### src/hdl/cam_pkg.sv
// ------------------------------------------------------------------------
// Camera capture definitions
// Frame geometry, sensor and pixel types, capture FSM states
// ------------------------------------------------------------------------
package cam_pkg;

    // Fixed frame size, small enough for on-chip storage
    localparam int FRAME_LINES   = 4;
    localparam int FRAME_COLUMNS = 8;
    localparam int FRAME_PIXELS  = FRAME_LINES * FRAME_COLUMNS;

    // One byte from the sensor parallel bus
    typedef logic [7:0]  cam_byte_t;
    // RGB565, high byte arrives first
    typedef logic [15:0] pixel_t;

    // Counters sized to the frame geometry
    typedef logic [1:0]  line_idx_t;
    typedef logic [2:0]  col_idx_t;
    // Line index in the upper bits, column in the lower bits
    typedef logic [4:0]  pix_addr_t;
    typedef logic [7:0]  frame_cnt_t;

    typedef enum logic [2:0] {
        IDLE,
        WAIT_FRAME,
        FIRST_BYTE,
        SECOND_BYTE,
        DONE
    } capture_state_t;

endpackage

### src/hdl/apb_pkg.sv
// ------------------------------------------------------------------------
// APB register map of the camera capture block
// ------------------------------------------------------------------------
package apb_pkg;

    typedef logic [3:0]  apb_addr_t;
    typedef logic [31:0] apb_data_t;

    // Register offsets
    localparam apb_addr_t REG_CTRL     = 4'h0;
    localparam apb_addr_t REG_STATUS   = 4'h4;
    localparam apb_addr_t REG_PIX_ADDR = 4'h8;
    localparam apb_addr_t REG_PIX_DATA = 4'hC;

    // Writing 1 here starts a capture
    localparam int CTRL_START_BIT = 0;

    // Status register fields
    localparam int STATUS_BUSY_BIT   = 0;
    localparam int STATUS_DONE_BIT   = 1;
    localparam int STATUS_FRAMES_LSB = 8;

endpackage

### src/hdl/frame_buffer.sv
// ------------------------------------------------------------------------
// Frame buffer
// One frame of RGB565 pixels, write port and registered read port
// ------------------------------------------------------------------------
module frame_buffer
    import cam_pkg::*;
(
    input  logic      clock,
    input  logic      wr_en,
    input  pix_addr_t wr_addr,
    input  pixel_t    wr_pixel,
    input  pix_addr_t rd_addr,
    output pixel_t    rd_pixel
);

    // Depth matches one full frame
    pixel_t mem [FRAME_PIXELS];

    // Capture side writes, one pixel per enable
    always_ff @(posedge clock) begin
        if (wr_en) begin
            mem[wr_addr] <= wr_pixel;
        end
    end

    // Host side read
    // Data valid one cycle after the address
    always_ff @(posedge clock) begin
        rd_pixel <= mem[rd_addr];
    end

endmodule

### src/hdl/ov7670_capture_ctrl.sv
// ------------------------------------------------------------------------
// OV7670 capture control unit
// Waits for frame start, pairs bytes and writes pixels for one frame
// ------------------------------------------------------------------------
module ov7670_capture_ctrl
    import cam_pkg::*;
(
    input  logic clock,
    input  logic rst_n,
    input  logic start,
    input  logic vsync_fall,
    input  logic vsync_rise,
    input  logic byte_valid,
    input  logic last_pixel,
    output logic busy,
    output logic frame_done,
    output logic clear_counters,
    output logic capture_en,
    output logic pix_we
);

    capture_state_t state;
    capture_state_t state_next;
    // Low byte latched and write goes out next cycle
    logic pair_ready;

    always_ff @(posedge clock or negedge rst_n) begin
        if (!rst_n) begin
            state      <= IDLE;
            pair_ready <= 1'b0;
        end else begin
            state      <= state_next;
            pair_ready <= (state == SECOND_BYTE) && byte_valid && !pair_ready && !vsync_rise;
        end
    end

    always_comb begin
        state_next = state;
        case (state)
            IDLE:        if (start) state_next = WAIT_FRAME;
            // Frame starts on VSYNC falling
            WAIT_FRAME:  if (vsync_fall) state_next = FIRST_BYTE;
            FIRST_BYTE: begin
                if (vsync_rise) state_next = DONE;
                else if (byte_valid) state_next = SECOND_BYTE;
            end
            SECOND_BYTE: begin
                // Write cycle takes priority over end of frame
                if (pair_ready) state_next = last_pixel ? DONE : FIRST_BYTE;
                else if (vsync_rise) state_next = DONE;
            end
            DONE:        state_next = IDLE;
            default:     state_next = IDLE;
        endcase
    end

    assign busy           = (state != IDLE);
    assign frame_done     = (state == DONE);
    assign clear_counters = (state == WAIT_FRAME) && vsync_fall;
    assign capture_en     = (state == FIRST_BYTE) || (state == SECOND_BYTE);
    assign pix_we         = (state == SECOND_BYTE) && pair_ready;

    // PCLK at most a quarter of clock keeps bytes out of the write cycle
    a_no_byte_on_write: assert property (@(posedge clock) disable iff (!rst_n)
        pix_we |-> !byte_valid);

endmodule

### src/hdl/ov7670_capture_dp.sv
// ------------------------------------------------------------------------
// OV7670 capture datapath
// Input synchronizers, byte pairing, write addressing and XCLK divider
// ------------------------------------------------------------------------
module ov7670_capture_dp
    import cam_pkg::*;
(
    input  logic      clock,
    input  logic      rst_n,
    input  logic      VSYNC,
    input  logic      HREF,
    input  logic      PCLK,
    input  cam_byte_t D,
    input  logic      clear_counters,
    input  logic      capture_en,
    input  logic      pix_we,
    output logic      vsync_fall,
    output logic      vsync_rise,
    output logic      byte_valid,
    output logic      last_pixel,
    output logic      XCLK,
    output pix_addr_t wr_addr,
    output pixel_t    wr_pixel
);

    // Two-flop synchronizers, bit 1 is the stable stage
    logic [1:0] vsync_sync;
    logic [1:0] href_sync;
    logic [1:0] pclk_sync;
    // Previous stable values for edge detection
    logic       vsync_prev;
    logic       pclk_prev;
    cam_byte_t  d_s1;
    cam_byte_t  d_s2;
    cam_byte_t  hi_byte;
    cam_byte_t  lo_byte;
    // 0 while the next byte is the high byte
    logic       byte_sel;
    line_idx_t  line_cnt;
    col_idx_t   col_cnt;

    always_ff @(posedge clock or negedge rst_n) begin
        if (!rst_n) begin
            vsync_sync <= '0;
            href_sync  <= '0;
            pclk_sync  <= '0;
            vsync_prev <= 1'b0;
            pclk_prev  <= 1'b0;
            XCLK       <= 1'b0;
        end else begin
            vsync_sync <= {vsync_sync[0], VSYNC};
            href_sync  <= {href_sync[0], HREF};
            pclk_sync  <= {pclk_sync[0], PCLK};
            vsync_prev <= vsync_sync[1];
            pclk_prev  <= pclk_sync[1];
            // Sensor clock at half the system clock
            XCLK       <= ~XCLK;
        end
    end

    assign vsync_fall = vsync_prev & ~vsync_sync[1];
    assign vsync_rise = ~vsync_prev & vsync_sync[1];
    // PCLK rise inside an active line
    assign byte_valid = pclk_sync[1] & ~pclk_prev & href_sync[1];

    // Data bus follows the same two-stage delay as PCLK
    always_ff @(posedge clock) begin
        d_s1 <= D;
        d_s2 <= d_s1;
        if (capture_en && byte_valid) begin
            if (!byte_sel) hi_byte <= d_s2;
            else lo_byte <= d_s2;
        end
    end

    always_ff @(posedge clock or negedge rst_n) begin
        if (!rst_n) begin
            byte_sel <= 1'b0;
            line_cnt <= '0;
            col_cnt  <= '0;
        end else if (clear_counters) begin
            byte_sel <= 1'b0;
            line_cnt <= '0;
            col_cnt  <= '0;
        end else begin
            if (capture_en && byte_valid) byte_sel <= ~byte_sel;
            // Advance address after each pixel write
            if (pix_we) begin
                if (col_cnt == col_idx_t'(FRAME_COLUMNS - 1)) begin
                    col_cnt  <= '0;
                    line_cnt <= line_cnt + 1'b1;
                end else begin
                    col_cnt <= col_cnt + 1'b1;
                end
            end
        end
    end

    // Power-of-two line length, so line and column just concatenate
    assign wr_addr    = {line_cnt, col_cnt};
    assign wr_pixel   = {hi_byte, lo_byte};
    assign last_pixel = (wr_addr == pix_addr_t'(FRAME_PIXELS - 1));

endmodule

### src/hdl/apb_cam_regs.sv
// ------------------------------------------------------------------------
// APB register slave for the camera capture block
// Control, status, pixel read pointer and auto-increment data window
// ------------------------------------------------------------------------
module apb_cam_regs
    import apb_pkg::*;
    import cam_pkg::*;
(
    input  logic      clock,
    input  logic      rst_n,
    input  apb_addr_t paddr,
    input  logic      psel,
    input  logic      penable,
    input  logic      pwrite,
    input  apb_data_t pwdata,
    output apb_data_t prdata,
    output logic      pready,
    output logic      pslverr,
    output logic      start,
    input  logic      busy,
    input  logic      frame_done,
    output pix_addr_t rd_addr,
    input  pixel_t    rd_pixel
);

    logic       access;
    logic       mapped;
    logic       pix_rd;
    logic       complete;
    logic       start_req;
    // High in the second access cycle of a pixel read
    logic       pix_wait;
    logic       done_bit;
    frame_cnt_t frame_cnt;
    pix_addr_t  rd_ptr;
    apb_data_t  status;

    assign access    = psel && penable;
    assign mapped    = (paddr == REG_CTRL) || (paddr == REG_STATUS) ||
                       (paddr == REG_PIX_ADDR) || (paddr == REG_PIX_DATA);
    assign pix_rd    = access && !pwrite && (paddr == REG_PIX_DATA);
    // Pixel reads wait one cycle for the buffer
    assign pready    = access && (!pix_rd || pix_wait);
    assign complete  = access && pready;
    assign start_req = pwrite && (paddr == REG_CTRL) && pwdata[CTRL_START_BIT];
    // Error on unmapped address or start while busy
    assign pslverr   = complete && (!mapped || (start_req && busy));
    assign start     = complete && start_req && !busy;
    assign rd_addr   = rd_ptr;

    always_ff @(posedge clock or negedge rst_n) begin
        if (!rst_n) begin
            pix_wait  <= 1'b0;
            done_bit  <= 1'b0;
            frame_cnt <= '0;
            rd_ptr    <= '0;
        end else begin
            pix_wait <= pix_rd && !pix_wait;
            // Sticky done bit cleared by a new capture
            if (start) done_bit <= 1'b0;
            else if (frame_done) done_bit <= 1'b1;
            if (frame_done) frame_cnt <= frame_cnt + 1'b1;
            // Pointer wraps modulo the frame size
            if (complete && pwrite && (paddr == REG_PIX_ADDR)) rd_ptr <= pix_addr_t'(pwdata);
            else if (complete && pix_rd) rd_ptr <= rd_ptr + 1'b1;
        end
    end

    always_comb begin
        status = '0;
        status[STATUS_BUSY_BIT] = busy;
        status[STATUS_DONE_BIT] = done_bit;
        status[STATUS_FRAMES_LSB +: $bits(frame_cnt_t)] = frame_cnt;
    end

    // Read mux
    always_comb begin
        prdata = '0;
        if (access && !pwrite) begin
            case (paddr)
                REG_STATUS:   prdata = status;
                REG_PIX_ADDR: prdata = apb_data_t'(rd_ptr);
                REG_PIX_DATA: prdata = apb_data_t'(rd_pixel);
                default:      prdata = '0;
            endcase
        end
    end

    // Master holds address and direction through the pixel wait cycle
    a_wait_hold: assert property (@(posedge clock) disable iff (!rst_n)
        access && !pready |=> access && $stable(paddr) && $stable(pwrite));
    // Capture unit goes busy right after a start
    a_start_busy: assert property (@(posedge clock) disable iff (!rst_n)
        start |=> busy);

endmodule

### src/hdl/ov7670_interface.sv
// ------------------------------------------------------------------------
// OV7670 capture block with APB host interface
// ------------------------------------------------------------------------
module ov7670_interface
    import apb_pkg::*;
    import cam_pkg::*;
(
    input  logic      clock,
    input  logic      rst_n,
    input  apb_addr_t paddr,
    input  logic      psel,
    input  logic      penable,
    input  logic      pwrite,
    input  apb_data_t pwdata,
    input  logic      VSYNC,
    input  logic      HREF,
    input  logic      PCLK,
    input  cam_byte_t D,
    output apb_data_t prdata,
    output logic      pready,
    output logic      pslverr,
    output logic      XCLK
);

    // Host to capture control
    logic      start;
    logic      busy;
    logic      frame_done;
    // Control unit to datapath
    logic      clear_counters;
    logic      capture_en;
    logic      pix_we;
    // Synchronized sensor events
    logic      vsync_fall;
    logic      vsync_rise;
    logic      byte_valid;
    logic      last_pixel;
    // Buffer ports
    pix_addr_t wr_addr;
    pixel_t    wr_pixel;
    pix_addr_t rd_addr;
    pixel_t    rd_pixel;

    apb_cam_regs u_regs (
        .clock(clock), .rst_n(rst_n), .paddr(paddr), .psel(psel), .penable(penable),
        .pwrite(pwrite), .pwdata(pwdata), .prdata(prdata), .pready(pready),
        .pslverr(pslverr), .start(start), .busy(busy), .frame_done(frame_done),
        .rd_addr(rd_addr), .rd_pixel(rd_pixel)
    );

    ov7670_capture_ctrl u_ctrl (
        .clock(clock), .rst_n(rst_n), .start(start), .vsync_fall(vsync_fall),
        .vsync_rise(vsync_rise), .byte_valid(byte_valid), .last_pixel(last_pixel),
        .busy(busy), .frame_done(frame_done), .clear_counters(clear_counters),
        .capture_en(capture_en), .pix_we(pix_we)
    );

    ov7670_capture_dp u_dp (
        .clock(clock), .rst_n(rst_n), .VSYNC(VSYNC), .HREF(HREF), .PCLK(PCLK), .D(D),
        .clear_counters(clear_counters), .capture_en(capture_en), .pix_we(pix_we),
        .vsync_fall(vsync_fall), .vsync_rise(vsync_rise), .byte_valid(byte_valid),
        .last_pixel(last_pixel), .XCLK(XCLK), .wr_addr(wr_addr), .wr_pixel(wr_pixel)
    );

    frame_buffer u_buffer (
        .clock(clock), .wr_en(pix_we), .wr_addr(wr_addr), .wr_pixel(wr_pixel),
        .rd_addr(rd_addr), .rd_pixel(rd_pixel)
    );

endmodule

### config.mk
export PLATFORM = sky130hd
export DESIGN_NAME = ov7670_interface
export DESIGN_NICKNAME = d
export VERILOG_FILES = /design/src/hdl/cam_pkg.sv /design/src/hdl/apb_pkg.sv /design/src/hdl/frame_buffer.sv /design/src/hdl/ov7670_capture_ctrl.sv /design/src/hdl/ov7670_capture_dp.sv /design/src/hdl/apb_cam_regs.sv /design/src/hdl/ov7670_interface.sv
export SDC_FILE = /design/constraint.sdc
export NUM_CORES = 1
export LEC_CHECK = 0
export ABC_AREA = 0
export BUFFER_PORTS_ARGS = -buffer_cell sky130_fd_sc_hd__buf_2
export CAP_MARGIN = 20
export CORE_MARGIN = 4
export CORE_UTILIZATION = 55
export CTS_CLUSTER_SIZE = 8
export DETAILED_ROUTE_END_ITERATION = 8
export PLACE_DENSITY = 0.75
export SLEW_MARGIN = 20
export SYNTH_ARGS = -nofsm -noshare
export SYNTH_HDL_FRONTEND = slang
export SYNTH_SLANG_ARGS = --single-unit
### constraint.sdc
create_clock -name clock -period 2.5 [get_ports clock]
set_clock_uncertainty 0.15 [all_clocks]
set_input_delay 0.25 -clock clock [delete_from_list [all_inputs] [get_ports clock]]
set_output_delay 0.25 -clock clock [all_outputs]
set_load 0.05 [all_outputs]
# == Yosys cells after proc, flatten, opt, wreduce, memory -nomap -nowiden ==
# Memories as Yosys holds them, arrays and structs flattened. A register that Yosys moved wholly into a read port is not among the register bits.
# Index checks and enable logic that the tools add are counted.
# word_totals
word_cells,116
inputBits,52
ramBits,512
output_inout_bits,35
reg_bits,66
mem_count,1
# classes
add_sub_neg,4
n_mux,24
bitwise_logic,9
eq_ne,13
reduce_logical,46
# memory_table
memory,depth,width,read_ports,rd_ports_with_merged_regs,write_ports,line,source
u_buffer.mem,32,16,1,1,1,frame_buffer.sv:17,pixel_t mem [FRAME_PIXELS];
# ops
operator,count
16-bit one-hot mux with 3 select lines,1
32-bit two-way mux,1
3-bit two-way mux,10
1-bit logical AND,21
3-bit one-hot mux with 4 select lines,1
5-bit two-way mux,2
2-bit nonzero test,5
"8-bit by 1-bit adder with 8-bit output, second input constant",1
"4-bit == test, second input constant",2
1-bit zero test,7
"3-bit by 2-bit == test with 1-bit output, second input constant",2
"3-bit == test, second input constant",2
1-bit logical OR,6
1-bit two-way mux,6
2-bit two-way mux,3
"3-bit by 1-bit inequality test with 1-bit output, second input constant",2
2-bit AND reduction,3
"5-bit by 1-bit adder with 5-bit output, second input constant",1
"5-bit == test, second input constant",1
1-bit NOT,5
1-bit bitwise AND,4
"4-bit by 3-bit == test with 1-bit output, second input constant",1
4-bit zero test,1
4-bit AND reduction,1
7 further kinds,7

# == Logic depth before layout (Yosys ltp) ==
# Gate-level depths: netlist of run 1.
# depth
depth_word,11
ltp_mapped,8
mapped_depth_nobuf,5

# == Hierarchy ==
# From an unflattened synthesis of run 1, not the netlist that was laid out.
# unflattened
cells_unflattened,1382
hier_area_um2,23407.4
# modules_own_cells
mod,area_per_inst_um2,cells_per_inst,seq_area_each_um2,instances
frame_buffer,20535.9,1143,15695.1,1
ov7670_capture_dp,1386.3,75,1176.1,1
apb_cam_regs,1227.4,136,375.4,1
ov7670_capture_ctrl,257.7,28,100.1,1

# == Least setup slack after synthesis of run 1 ==
# OpenSTA, ideal clock, no wires.
# synth_timing
path_type,register -> register
from,register u_ctrl.state[1]
to,memory u_buffer.mem[15][0] (netlist bit) (enable)
n_path_buf,2
setup_slack_ns,0.022
setup_ns,0.388
arrival_ns,1.940
required_ns,1.962
path_stages_with_launch,7
period_less_slack_ns,2.478
path_cell_list,dfrtp_1 > clkbuf_1 > nor2b_1 > and3_1 > buf_2 > nand2_1 > nor2_1
# synth_via
elab_chain_len,4
# synth_lines
item,line,source
start: declaration,ov7670_capture_ctrl.sv:22,capture_state_t state;
start signal: assignment,ov7670_capture_ctrl.sv:32,state <= state_next;
3-bit by 2-bit == test with 1-bit output,ov7670_capture_ctrl.sv:61,assign pix_we = (state == SECOND_BYTE) && pair_ready;
1-bit logical AND,ov7670_capture_ctrl.sv:61,
1-bit two-way mux,frame_buffer.sv:21,if (wr_en) begin
1-bit two-way mux (not written as such),frame_buffer.sv:22,mem[wr_addr] <= wr_pixel;
end: declaration,frame_buffer.sv:17,
# No other way between the ends.

# == Final worst setup path of run 1 ==
# layout_timing
from,input paddr[2]
to,output prdata[9]
# layout_via
elab_chain_len,3
word_cells_on_any_way,5
cone_classes,eq/ne (3); mux (2)
# layout_lines
item,line,source
start: declaration,ov7670_interface.sv:10,"input apb_addr_t paddr,"
4-bit == test or 4-bit by 3-bit == test with 1-bit output (tied branches),apb_cam_regs.sv:80,case (paddr)
16-bit one-hot mux with 3 select lines *,apb_cam_regs.sv:80,
32-bit two-way mux *,apb_cam_regs.sv:79,if (access && !pwrite) begin
end: declaration,ov7670_interface.sv:19,"output apb_data_t prdata,"
# Every way passes the cells marked *; elsewhere a longest branch is shown, timed or not.

==> results of run 1 <==
-- cells in the mapped netlist (all sizes together) --
cell / number / area, µm²
a211oi: 50 / 375
a21boi: 2 / 18.8
a21oi: 28 / 144
a22oi: 34 / 255
a41oi: 2 / 17.5
and2: 1 / 6.26
and3: 9 / 56.3
and4: 1 / 8.76
buf: 47 / 308
clkbuf: 31 / 116
conb: 1 / 3.75
dfrtp: 34 / 851
dfxtp: 32 / 641
edfxtp: 528 / 15900
ha: 11 / 138
inv: 7 / 26.3
mux2: 4 / 45.0
mux2i: 95 / 951
mux4: 79 / 1780
nand2: 21 / 78.8
nand2b: 9 / 56.3
nand3: 9 / 45.0
nand3b: 2 / 15.0
nand4: 3 / 18.8
nand4b: 1 / 8.76
nor2: 61 / 229
nor2b: 22 / 138
nor3: 5 / 25.0
nor3b: 2 / 15.0
nor4: 1 / 6.26
nor4bb: 1 / 10.0
o21a: 1 / 7.51
o21ai: 23 / 115
o221ai: 16 / 140
o22ai: 16 / 100
o31ai: 2 / 15.0
or2: 1 / 6.26
or3: 2 / 12.5
or3b: 3 / 26.3
or4: 1 / 7.51
xnor2: 6 / 52.6
xor2: 3 / 26.3
-- through the flow --
stage | setup slack [ps] | util, % | setup TNS [ps] | std cells
floorplan | 22.0 | - | 0 | 1222
global placement | 20.5 | 60.2 | 0 | 1850
detailed placement | 1.80 | 60.2 | 0 | 1850
CTS | 15.3 | 66.6 | 0 | 2004
global route | -41.8 | 66.9 | -214 | 2011
finish | 26.8 | 66.9 | 0 | 2012
-- worst max-delay path by stage --
stage / from / end / slack [ps] / cells after the start
2_1_floorplan: u_ctrl.state[1]$_DFFE_PN0P_ / u_buffer.mem[15][0]$_DFFE_PP_ / 20 / 6
3_3_place_gp: u_regs.rd_addr[0]$_DFFE_PN0P_ / u_buffer.rd_pixel[12]$_DFF_P_ / 20 / 6
3_5_place_dp: u_regs.rd_addr[0]$_DFFE_PN0P_ / u_buffer.rd_pixel[12]$_DFF_P_ / 2 / 6
4_1_cts: u_regs.rd_addr[0]$_DFFE_PN0P_ / u_buffer.rd_pixel[12]$_DFF_P_ / 20 / 5
5_1_grt: paddr[2] / prdata[8] / -40 / 6
6_report: paddr[2] / prdata[9] / 30 / 6
-- per-layer routing --
layer | share of wire, % | wire length (µm) | vias to the layer above
met5 | 0.020 | 11 | -
met4 | 3.4 | 1850 | 2
met3 | 8.8 | 4790 | 120
met2 | 51 | 27400 | 659
met1 | 37 | 20100 | 6450
li1 | - | - | 5299
-- timing repair --
item / in CTS / in global routing
gates resized for setup: 1 / 0
endpoints found under the hold margin: 51 / 0
buffers inserted: 0 / 1
setup endpoints to repair: 1 / 4
hold buffers: 20 / 0
-- flip-flops by register name (all words and copies together) (netlist names), 3 cells and up --
| signal | count |
|---|---|
| u_dp.hi_byte | 8 |
| u_buffer.rd_pixel | 16 |
| u_ctrl.state | 3 |
| u_buffer.mem | 512 |
| u_dp.col_cnt | 3 |
| u_dp.d_s2 | 8 |
| u_dp.lo_byte | 8 |
| u_dp.d_s1 | 8 |
| u_regs.frame_cnt | 8 |
| u_regs.rd_addr | 5 |
-- critical path: cells and delay by family --
kind | cells | cell delay [ps]
simple gates | 3 | 760
buf+inv | 3 | 1060
-- kinds of logic after synthesis --
logic type,after synthesis,share of synthesized area (%)
fa+ha+maj,11,0.605
other cells,1,0.0165
mux,178,12.2
simple gates,155,3.38
flops,594,76.2
compound gates,174,5.22
xor+xnor,9,0.346
buf+inv,85,1.98
-- power by group --
group          switching [W]  leakage, nW  internal (W)
sequential          0.000120         5.45        0.0109
clock                0.00397         1.13       0.00619
combinational       0.000892         2.52      0.000666
total                0.00498         9.10        0.0178
-- area by class of cell --
| class | count | share of cell area, % |
|---|---|---|
| flip-flops and latches | 594 | 63.6 |
| multi-input cells | 543 | 18.4 |
| clock buffers | 126 | 8.28 |
| repair buffers | 201 | 6.84 |
| well taps | 532 | 2.44 |
| clock inverters | 8 | 0.426 |
| inverters | 7 | 0.0962 |
| diodes | 1 | 0.00916 |
==> reports/metrics.yaml, run 1 <==
place:
  port-buffer-count: 43
  finalWeightedCongestion: 0.864
  placed_cell_area_um2: 24600
  place.detailed.hpwl_um: 31500
timing:
  layout_min_cycle_time_ps: 2470
  worst_pin_slew_ps: 1170
  report.final.hold_viol_count: 0
  timing.final.crit_share_pct: 98.9
  slew_headroom_pct: 21.9
  setup_viol: 0
  maxClockFrequency_mhz: 404
  final.hold.worst_slack_ps: 55.1
  finalMaxSlewViolations: 0
outcome:
  outcome: "finished, final reports clean"
global_routing:
  number_of_antenna_violations_at_the_first_check_in_global_routing: 2
  met3_usage_pct: 5.63
  grt_util_met1_pct: 32.4
  grt_remaining_overflow: 0
  global_route.usage.met2_pct: 39.4
  grt_pass1_vias: 12800
  busiest_layer: "met2"
  grt_max_degree: 43
  global_route.usage.total_pct: 24.2
  grt_first_pass_wirelength_um: 79600
logic_synthesis:
  synth.yosys.warnings: 0
  ys_seq_area_share_pct: 76.2
  synth_area_um2: 22800
  synthCells: 1207
  yosys_register_bits: 594
  syn_area_per_cell_um2: 18.8
  yosys.cell_types.count: 49
detailed_routing:
  drtAntennaViolNets: 0
  route.detailed.drc: 0
  routed_wire_length_per_instance_um: 26.9
  drt_wl_total_um: 54200
  via_count: 12500
  detail_route.vias_per_cell: 6.23
  detailedRoute.firstIterationViolations: 1539
  dr.pass1.iters: 5
layout:
  syn_to_final_growth_pct: 20.0
  final_cell_area_um2: 27300
  fraction_of_final_layout_cells_sized_beyond_drive_strength_1_pct: 24.6
  multiInputGateArea_um2: 5010
  final_cell_mix: "sky130_fd_sc_hd__edfxtp_1 (528), sky130_fd_sc_hd__buf_4 (103), sky130_fd_sc_hd__mux2i_1 (95), sky130_fd_sc_hd__clkbuf_16 (84), sky130_fd_sc_hd__mux4_2 (79)"
  fill_cells: 2523
  num-nets-final: 1494
  final_common_cell: "sky130_fd_sc_hd__edfxtp_1"
  seq_area_um2: 17400
setup_path:
  critPathCaptureType: "output pin"
  crit_path_start_kind: "input port"
  timing.reg2reg.setup_slack_ps: 70
  path_class: "input port to output pin"
  crit_path_frequent_cell: "sky130_fd_sc_hd__buf_2"
  worstRegToRegCells: 5
  crit_slowest_cell: "sky130_fd_sc_hd__dlygate4sd3_1"
  rr_endpoint: "u_buffer.rd_pixel[12]$_DFF_P_"
  cp_data_required_time_ps: 2100
  max_stage_delay_ps: 530
  regToRegStartpoint: "u_regs.rd_addr[0]$_DFFE_PN0P_"
  timing.critical_path.cells: "dlygate4sd3_1 > buf_2 > nor2b_1 > nand4_1 > nor2_1 > buf_2"
  crit_fanout: 11
  cp.arrival_ps: 2070
clock_tree:
  clockBufferDepth: 3
  cts_tree: "built"
  cts-buffers-inserted: 84
  htree_num_levels: 3
  cts_sinks: 594
  cts-root-buf: "sky130_fd_sc_hd__clkbuf_16"
  path_clk_slew_ps: 50
  insertion_delay_of_the_later_clocked_pin_in_the_worst_skew_pair_ps: 590
worst_hold_path:
  min_path_type: "input port to flip-flop"
  worst_hold_startpoint: "pwrite"
  worst_hold_path.endpoint: "u_regs.rd_addr[3]$_DFFE_PN0P_"
  hold_path_depth: 4
power:
  leak_pwr_nw: 9.10
  ir_worst_vdd_mv: 0.606
  power_density_nw_per_um2: 833
  fin_total_pwr_w: 0.0228
floorplan:
  die_y_um: 211
  row_count: 74
  ioPinCount: 87
  dieWidth_um: 211
  die_area_um2: 44700
  fp.coreArea_um2: 40800
  floorplan.initialDensity_pct: 55.7
run:
  cap_violations: 0
Power figures use the tool's default switching activity.
==> inputs of run 2 (changes only) <==
HOLD_SLACK_MARGIN = 0.08   (was not set)
==> run 2 against run 1 <==
Effect of this change:
- sequential share of layout area fell by 0.13 points
- critical path type unchanged
- flip-flop and latch count unchanged
- core utilization up 0.13 points
- power about the same
==> reports/metrics.yaml, run 2 (synthesized netlist as in run 1, its figures left out) <==
outcome:
  outcome: "finished, final reports clean"
layout:
  multiInputGateArea_um2: 5030
  num-nets-final: 1498
  final_core_utilization_pct: 67.0
  seq_area_um2: 17400
  largest_register_ff_count: 512
  final_cell_area_um2: 27400
  top_regs: "u_buffer.mem x512, u_buffer.rd_pixel x16"
  final_common_cell: "sky130_fd_sc_hd__edfxtp_1"
  final_cell_mix: "sky130_fd_sc_hd__edfxtp_1 (528), sky130_fd_sc_hd__buf_4 (103), sky130_fd_sc_hd__mux2i_1 (95), sky130_fd_sc_hd__clkbuf_16 (84), sky130_fd_sc_hd__mux4_2 (79)"
  regMostFlops: "u_buffer.mem"
  fraction_of_final_layout_cells_sized_beyond_drive_strength_1_pct: 24.6
  syn_to_final_growth_pct: 20.3
  fill_cells: 2511
place:
  port-buffer-count: 43
  placed_cell_area_um2: 24600
  place.detailed.hpwl_um: 31500
  placement.setup.worst_slack_ps: 1.80
  finalWeightedCongestion: 0.864
worst_hold_path:
  min_path_type: "input port to asynchronous set/reset pin"
global_routing:
  grt_first_pass_wirelength_um: 79700
  grt_max_degree: 43
  global_route.usage.total_pct: 24.2
  grt_pass1_vias: 12800
  number_of_antenna_violations_at_the_first_check_in_global_routing: 2
  grt_remaining_overflow: 0
setup_path:
  critPathCaptureType: "output pin"
  rr_endpoint: "u_buffer.rd_pixel[12]$_DFF_P_"
  max_stage_delay_ps: 520
  crit_path_start_kind: "input port"
  cp.arrival_ps: 2040
  crit_fanout: 11
  timing.critical_path.max_delay_family: "buffers and inverters"
  timing.critical_path.cells: "dlygate4sd3_1 > buf_2 > nor2b_1 > nand4_1 > nor2_1 > buf_2"
  cp_data_required_time_ps: 2100
  worstRegToRegCells: 5
  path_class: "input port to output pin"
  crit_path_frequent_cell: "sky130_fd_sc_hd__buf_2"
  regToRegStartpoint: "u_regs.rd_addr[0]$_DFFE_PN0P_"
  timing.reg2reg.setup_slack_ps: 70
  crit_slowest_cell: "sky130_fd_sc_hd__dlygate4sd3_1"
  cp.buffers_inverters: 3
timing:
  layout_min_cycle_time_ps: 2440
  timing.final.crit_share_pct: 97.7
  setup-tns-final_ps: 0
  setup_viol: 0
  slew_headroom_pct: 24.4
  maxClockFrequency_mhz: 410
  unrepaired_setup_endpoints_after_global_routing: "yes"
  final_setup_margin_ps: 58.2
  worst_pin_slew_ps: 1130
  report.final.hold_viol_count: 0
  finalMaxSlewViolations: 0
power:
  leak_pwr_nw: 9.13
  power_density_nw_per_um2: 832
  fin_total_pwr_w: 0.0228
  ir_worst_vdd_mv: 0.607
clock_tree:
  htree_num_levels: 3
  cts-root-buf: "sky130_fd_sc_hd__clkbuf_16"
  cts_tree: "built"
  clockBufferDepth: 3
  path_clk_slew_ps: 50
  cts_sinks: 594
  insertion_delay_of_the_later_clocked_pin_in_the_worst_skew_pair_ps: 590
  cts-buffers-inserted: 84
detailed_routing:
  route.detailed.drc: 0
  detail_route.vias_per_cell: 6.23
  detailedRoute.firstIterationViolations: 1486
  via_count: 12600
  dr.pass1.iters: 5
  routed_wire_length_per_instance_um: 26.9
  drt_wl_total_um: 54200
  drtAntennaViolNets: 0
floorplan:
  die_area_um2: 44700
  fp.coreArea_um2: 40800
  floorplan.initialDensity_pct: 55.7
  die_y_um: 211
  ioPinCount: 87
  row_count: 74
  dieWidth_um: 211
run:
  cap_violations: 0
-- run 2: cell types whose count changed in the layout (fill, tap and decap cells not counted) --
cell	previous run	this run
sky130_fd_sc_hd__dlygate4sd3_1	20	24
sky130_fd_sc_hd__nor4bb_1	1	0
sky130_fd_sc_hd__nor4bb_4	0	1
-- run 2: stage by stage --
step                cells  hold slack [ps]
floorplan            1222             -196
global placement     1850              165
detailed placement   1850              163
CTS                  2008              128
global route         2015              142
finish               2016              125
-- run 2: worst max path at each step --
| stage | from | end | slack (ps) | cells after the start |
|---|---|---|---|---|
| 2_1_floorplan | u_ctrl.state[1]$_DFFE_PN0P_ | u_buffer.mem[15][0]$_DFFE_PP_ | 20 | 6 |
| 3_3_place_gp | u_regs.rd_addr[0]$_DFFE_PN0P_ | u_buffer.rd_pixel[12]$_DFF_P_ | 20 | 6 |
| 3_5_place_dp | u_regs.rd_addr[0]$_DFFE_PN0P_ | u_buffer.rd_pixel[12]$_DFF_P_ | 2 | 6 |
| 4_1_cts | u_regs.rd_addr[0]$_DFFE_PN0P_ | u_buffer.rd_pixel[12]$_DFF_P_ | 20 | 5 |
| 5_1_grt | u_regs.rd_addr[1]$_DFFE_PN0P_ | prdata[1] | 4 | 5 |
| 6_report | paddr[2] | prdata[11] | 60 | 6 |
-- run 2: report_power, final --
part / switching, W / internal (W) / leakage (nW)
Combinational: 0.000893 / 0.000672 / 2.55
Clock: 0.00397 / 0.00619 / 1.13
Sequential: 0.000119 / 0.0109 / 5.45
-- run 2: repair_timing --
item / CTS / global route
resized for setup: 1 / 2
endpoints found under the setup margin: 1 / 6
hold buffers: 24 / 0
setup buffers: 0 / 1
hold endpoints to repair: 53 / 0
-- run 2: cell type report --
cell class | count | share of cell area (%)
antenna | 1 | 0.00915
clock buffer | 126 | 8.26
clock inverter | 8 | 0.425
inverter | 7 | 0.0960
multi-input combinational | 543 | 18.4
sequential | 594 | 63.4
tap | 532 | 2.43
timing repair buffer | 205 | 6.97
-- run 2: worst register-to-register path, cell delays in order (launching register included) --
cell and delay [ps]:
sky130_fd_sc_hd__dfrtp_4 620, sky130_fd_sc_hd__buf_4 230, sky130_fd_sc_hd__mux4_2 510, sky130_fd_sc_hd__a211oi_1 480
sky130_fd_sc_hd__buf_4 230, sky130_fd_sc_hd__a22oi_1 80
-- run 2: layer usage --
layer | track usage [%] | vias up | routed length, µm
met5 | 0 | - | 11
met4 | 9.04 | 2 | 2020
met3 | 5.63 | 142 | 4630
met2 | 39.4 | 645 | 27000
met1 | 32.5 | 6477 | 20500
li1 | - | 5302 | -
==> inputs of run 3 (changes only) <==
PLACE_DENSITY = not set   (was 0.75)
PLACE_DENSITY_LB_ADDON = 0.3   (was not set)
clock period = 1.95 ns   (was 2.5 ns; I/O delays follow)
==> run 3 against run 2 <==
Effect of this change:
- the flow now finishes with violations (negative hold slack, negative setup slack)
- cell count rose by 4.2%
- count of clock-buffer cells in the layout up 1
- global-route usage is 1.8 points higher
- register-to-register slack worse by 370 ps
- design area increased by 8.9%
- worst setup slack lost 360 ps
- non-clock buffer count is 91 higher
- critical path depth is 1 higher
- die area stayed put
- largest power group unchanged
==> reports/metrics.yaml, run 3 (synthesized netlist as in run 1, its figures left out) <==
outcome:
  outcome: "finished with violations"
  violations_in_the_final_reports: "negative hold slack, negative setup slack"
setup_path:
  critPathCaptureType: "flip-flop"
  cp_data_required_time_ps: 2250
  worstRegToRegCells: 7
  regToRegStartpoint: "u_regs.rd_addr[0]$_DFFE_PN0P_"
  path_class: "flip-flop to flip-flop"
  crit_start: "u_regs.rd_addr[0]$_DFFE_PN0P_"
  crit_fanout: 11
  timing.reg2reg.setup_slack_ps: -300
  crit_path_start_kind: "flip-flop"
  rr_endpoint: "u_buffer.rd_pixel[5]$_DFF_P_"
  timing.critical_path.to: "u_buffer.rd_pixel[5]$_DFF_P_"
  cp.arrival_ps: 2560
place:
  place.detailed.hpwl_um: 33000
  finalWeightedCongestion: 0.856
  placed_cell_area_um2: 25400
  port-buffer-count: 43
  dp.cells: 1885
power:
  ir_worst_vdd_mv: 1.15
  fin_total_pwr_w: 0.0299
  power_density_nw_per_um2: 1000
  leak_pwr_nw: 9.99
layout:
  fill_cells: 2200
  final-instance-count-excl-fill: 2101
  largest_register_ff_count: 512
  seq_area_um2: 17400
  regMostFlops: "u_buffer.mem"
  final_cell_area_um2: 29800
  fraction_of_final_layout_cells_sized_beyond_drive_strength_1_pct: 37.0
  syn_to_final_growth_pct: 31.0
  final_common_cell: "sky130_fd_sc_hd__edfxtp_1"
  antenna-diode-count: 0
  num-nets-final: 1589
  final_cell_mix: "sky130_fd_sc_hd__edfxtp_1 (528), sky130_fd_sc_hd__buf_4 (115), sky130_fd_sc_hd__clkbuf_16 (108), sky130_fd_sc_hd__mux2i_1 (91), sky130_fd_sc_hd__mux4_2 (79)"
  top_regs: "u_buffer.mem x512, u_buffer.rd_pixel x16"
  multiInputGateArea_um2: 5800
global_routing:
  grt_remaining_overflow: 0
  grt_first_pass_wirelength_um: 85300
  grt_max_degree: 52
  number_of_antenna_violations_at_the_first_check_in_global_routing: 1
  global_route.usage.total_pct: 26.0
  grt_pass1_vias: 13300
timing:
  unrepaired_setup_endpoints_after_global_routing: "yes"
  setup-tns-final_ps: -5850
  timing.final.crit_share_pct: 115
  worst_pin_slew_ps: 1010
  layout_min_cycle_time_ps: 2250
  report.final.hold_viol_count: 1
  final_setup_margin_ps: -302
  maxClockFrequency_mhz: 444
  setup_viol: 101
  slew_headroom_pct: 32.3
  finalMaxSlewViolations: 0
  final.hold.worst_slack_ps: -21.8
worst_hold_path:
  min_path_type: "input port to flip-flop"
floorplan:
  floorplan.initialDensity_pct: 55.7
  row_count: 74
  die_area_um2: 44700
  ioPinCount: 87
  die_y_um: 211
  fp.coreArea_um2: 40800
  dieWidth_um: 211
clock_tree:
  cts_sinks: 594
  cts-buffers-inserted: 84
  cts-hold-fix-buffers: 25
  cts-root-buf: "sky130_fd_sc_hd__clkbuf_16"
  path_clk_slew_ps: 50
  htree_num_levels: 3
  cts_tree: "built"
  insertion_delay_of_the_later_clocked_pin_in_the_worst_skew_pair_ps: 600
  clockBufferDepth: 3
detailed_routing:
  route.detailed.drc: 0
  drt_wl_total_um: 63900
  detailedRoute.firstIterationViolations: 1594
  drtAntennaViolNets: 0
  routed_wire_length_per_instance_um: 30.4
  dr.pass1.iters: 5
  detail_route.vias_per_cell: 6.43
  via_count: 13500
run:
  cap_violations: 0
run 3: worst min-delay path by stage:
stage	startpoint	slack [ps]	cells past startpoint	endpoint
final	paddr[2]	-20	3	u_regs.rd_addr[0]$_DFFE_PN0P_
after global routing	paddr[2]	-30	3	u_regs.rd_addr[0]$_DFFE_PN0P_
after CTS	paddr[2]	-80	3	u_regs.rd_addr[0]$_DFFE_PN0P_
after detailed placement	rst_n	100	2	u_dp.XCLK$_DFF_PN0_
after global placement	rst_n	100	2	u_dp.XCLK$_DFF_PN0_
after floorplan	rst_n	-250	0	u_ctrl.pair_ready$_DFF_PN0_
run 3: cell type report:
class	count	share of cell area, %
clock buffer	127	7.81
tap	532	2.23
inverter	7	0.0882
timing repair buffer	296	12.1
clock inverter	2	0.0546
sequential	594	58.2
multi-input combinational	543	19.5
run 3: worst max-delay path, cell delays in order, from the launching register on:
cell,delay (ps)
sky130_fd_sc_hd__dfrtp_4,460
sky130_fd_sc_hd__buf_6,230
sky130_fd_sc_hd__buf_12,150
sky130_fd_sc_hd__buf_8,130
sky130_fd_sc_hd__mux2i_1,270
sky130_fd_sc_hd__o22ai_2,170
sky130_fd_sc_hd__a211oi_1,350
sky130_fd_sc_hd__a22oi_1,160
run 3: metal layers:
metal | wire [µm] | share of wire [%] | vias up | global-route usage (%)
met5 | 0 | 0 | - | 0
met4 | 2850 | 4.5 | 0 | 8.09
met3 | 5570 | 8.7 | 182 | 5.54
met2 | 32400 | 51 | 843 | 42.1
met1 | 23100 | 36 | 6977 | 36.1
li1 | - | - | 5510 | -
run 3: metrics by stage:
step	setup WS [ps]	utilization [%]
floorplan	-321	-
global placement	-820	62.1
CTS	-316	70.2
detailed placement	-805	62.1
global route	-333	73.0
finish	-302	73.0
run 3: where the power goes:
group / total [W] / switching [W] / internal, W
Combinational: 0.00267 / 0.00137 / 0.00131
Sequential: 0.0141 / 0.000162 / 0.0140
Clock: 0.0131 / 0.00504 / 0.00807
Total: 0.0299 / 0.00657 / 0.0234
run 3: timing repair:
action | in CTS | in global routing
gates resized for setup | 97 | 118
buffers inserted | 23 | 18
pin swaps | 17 | 40
gates cloned | 4 | 21
endpoints found under the hold margin | 53 | 1
endpoints found under the setup margin | 160 | 547
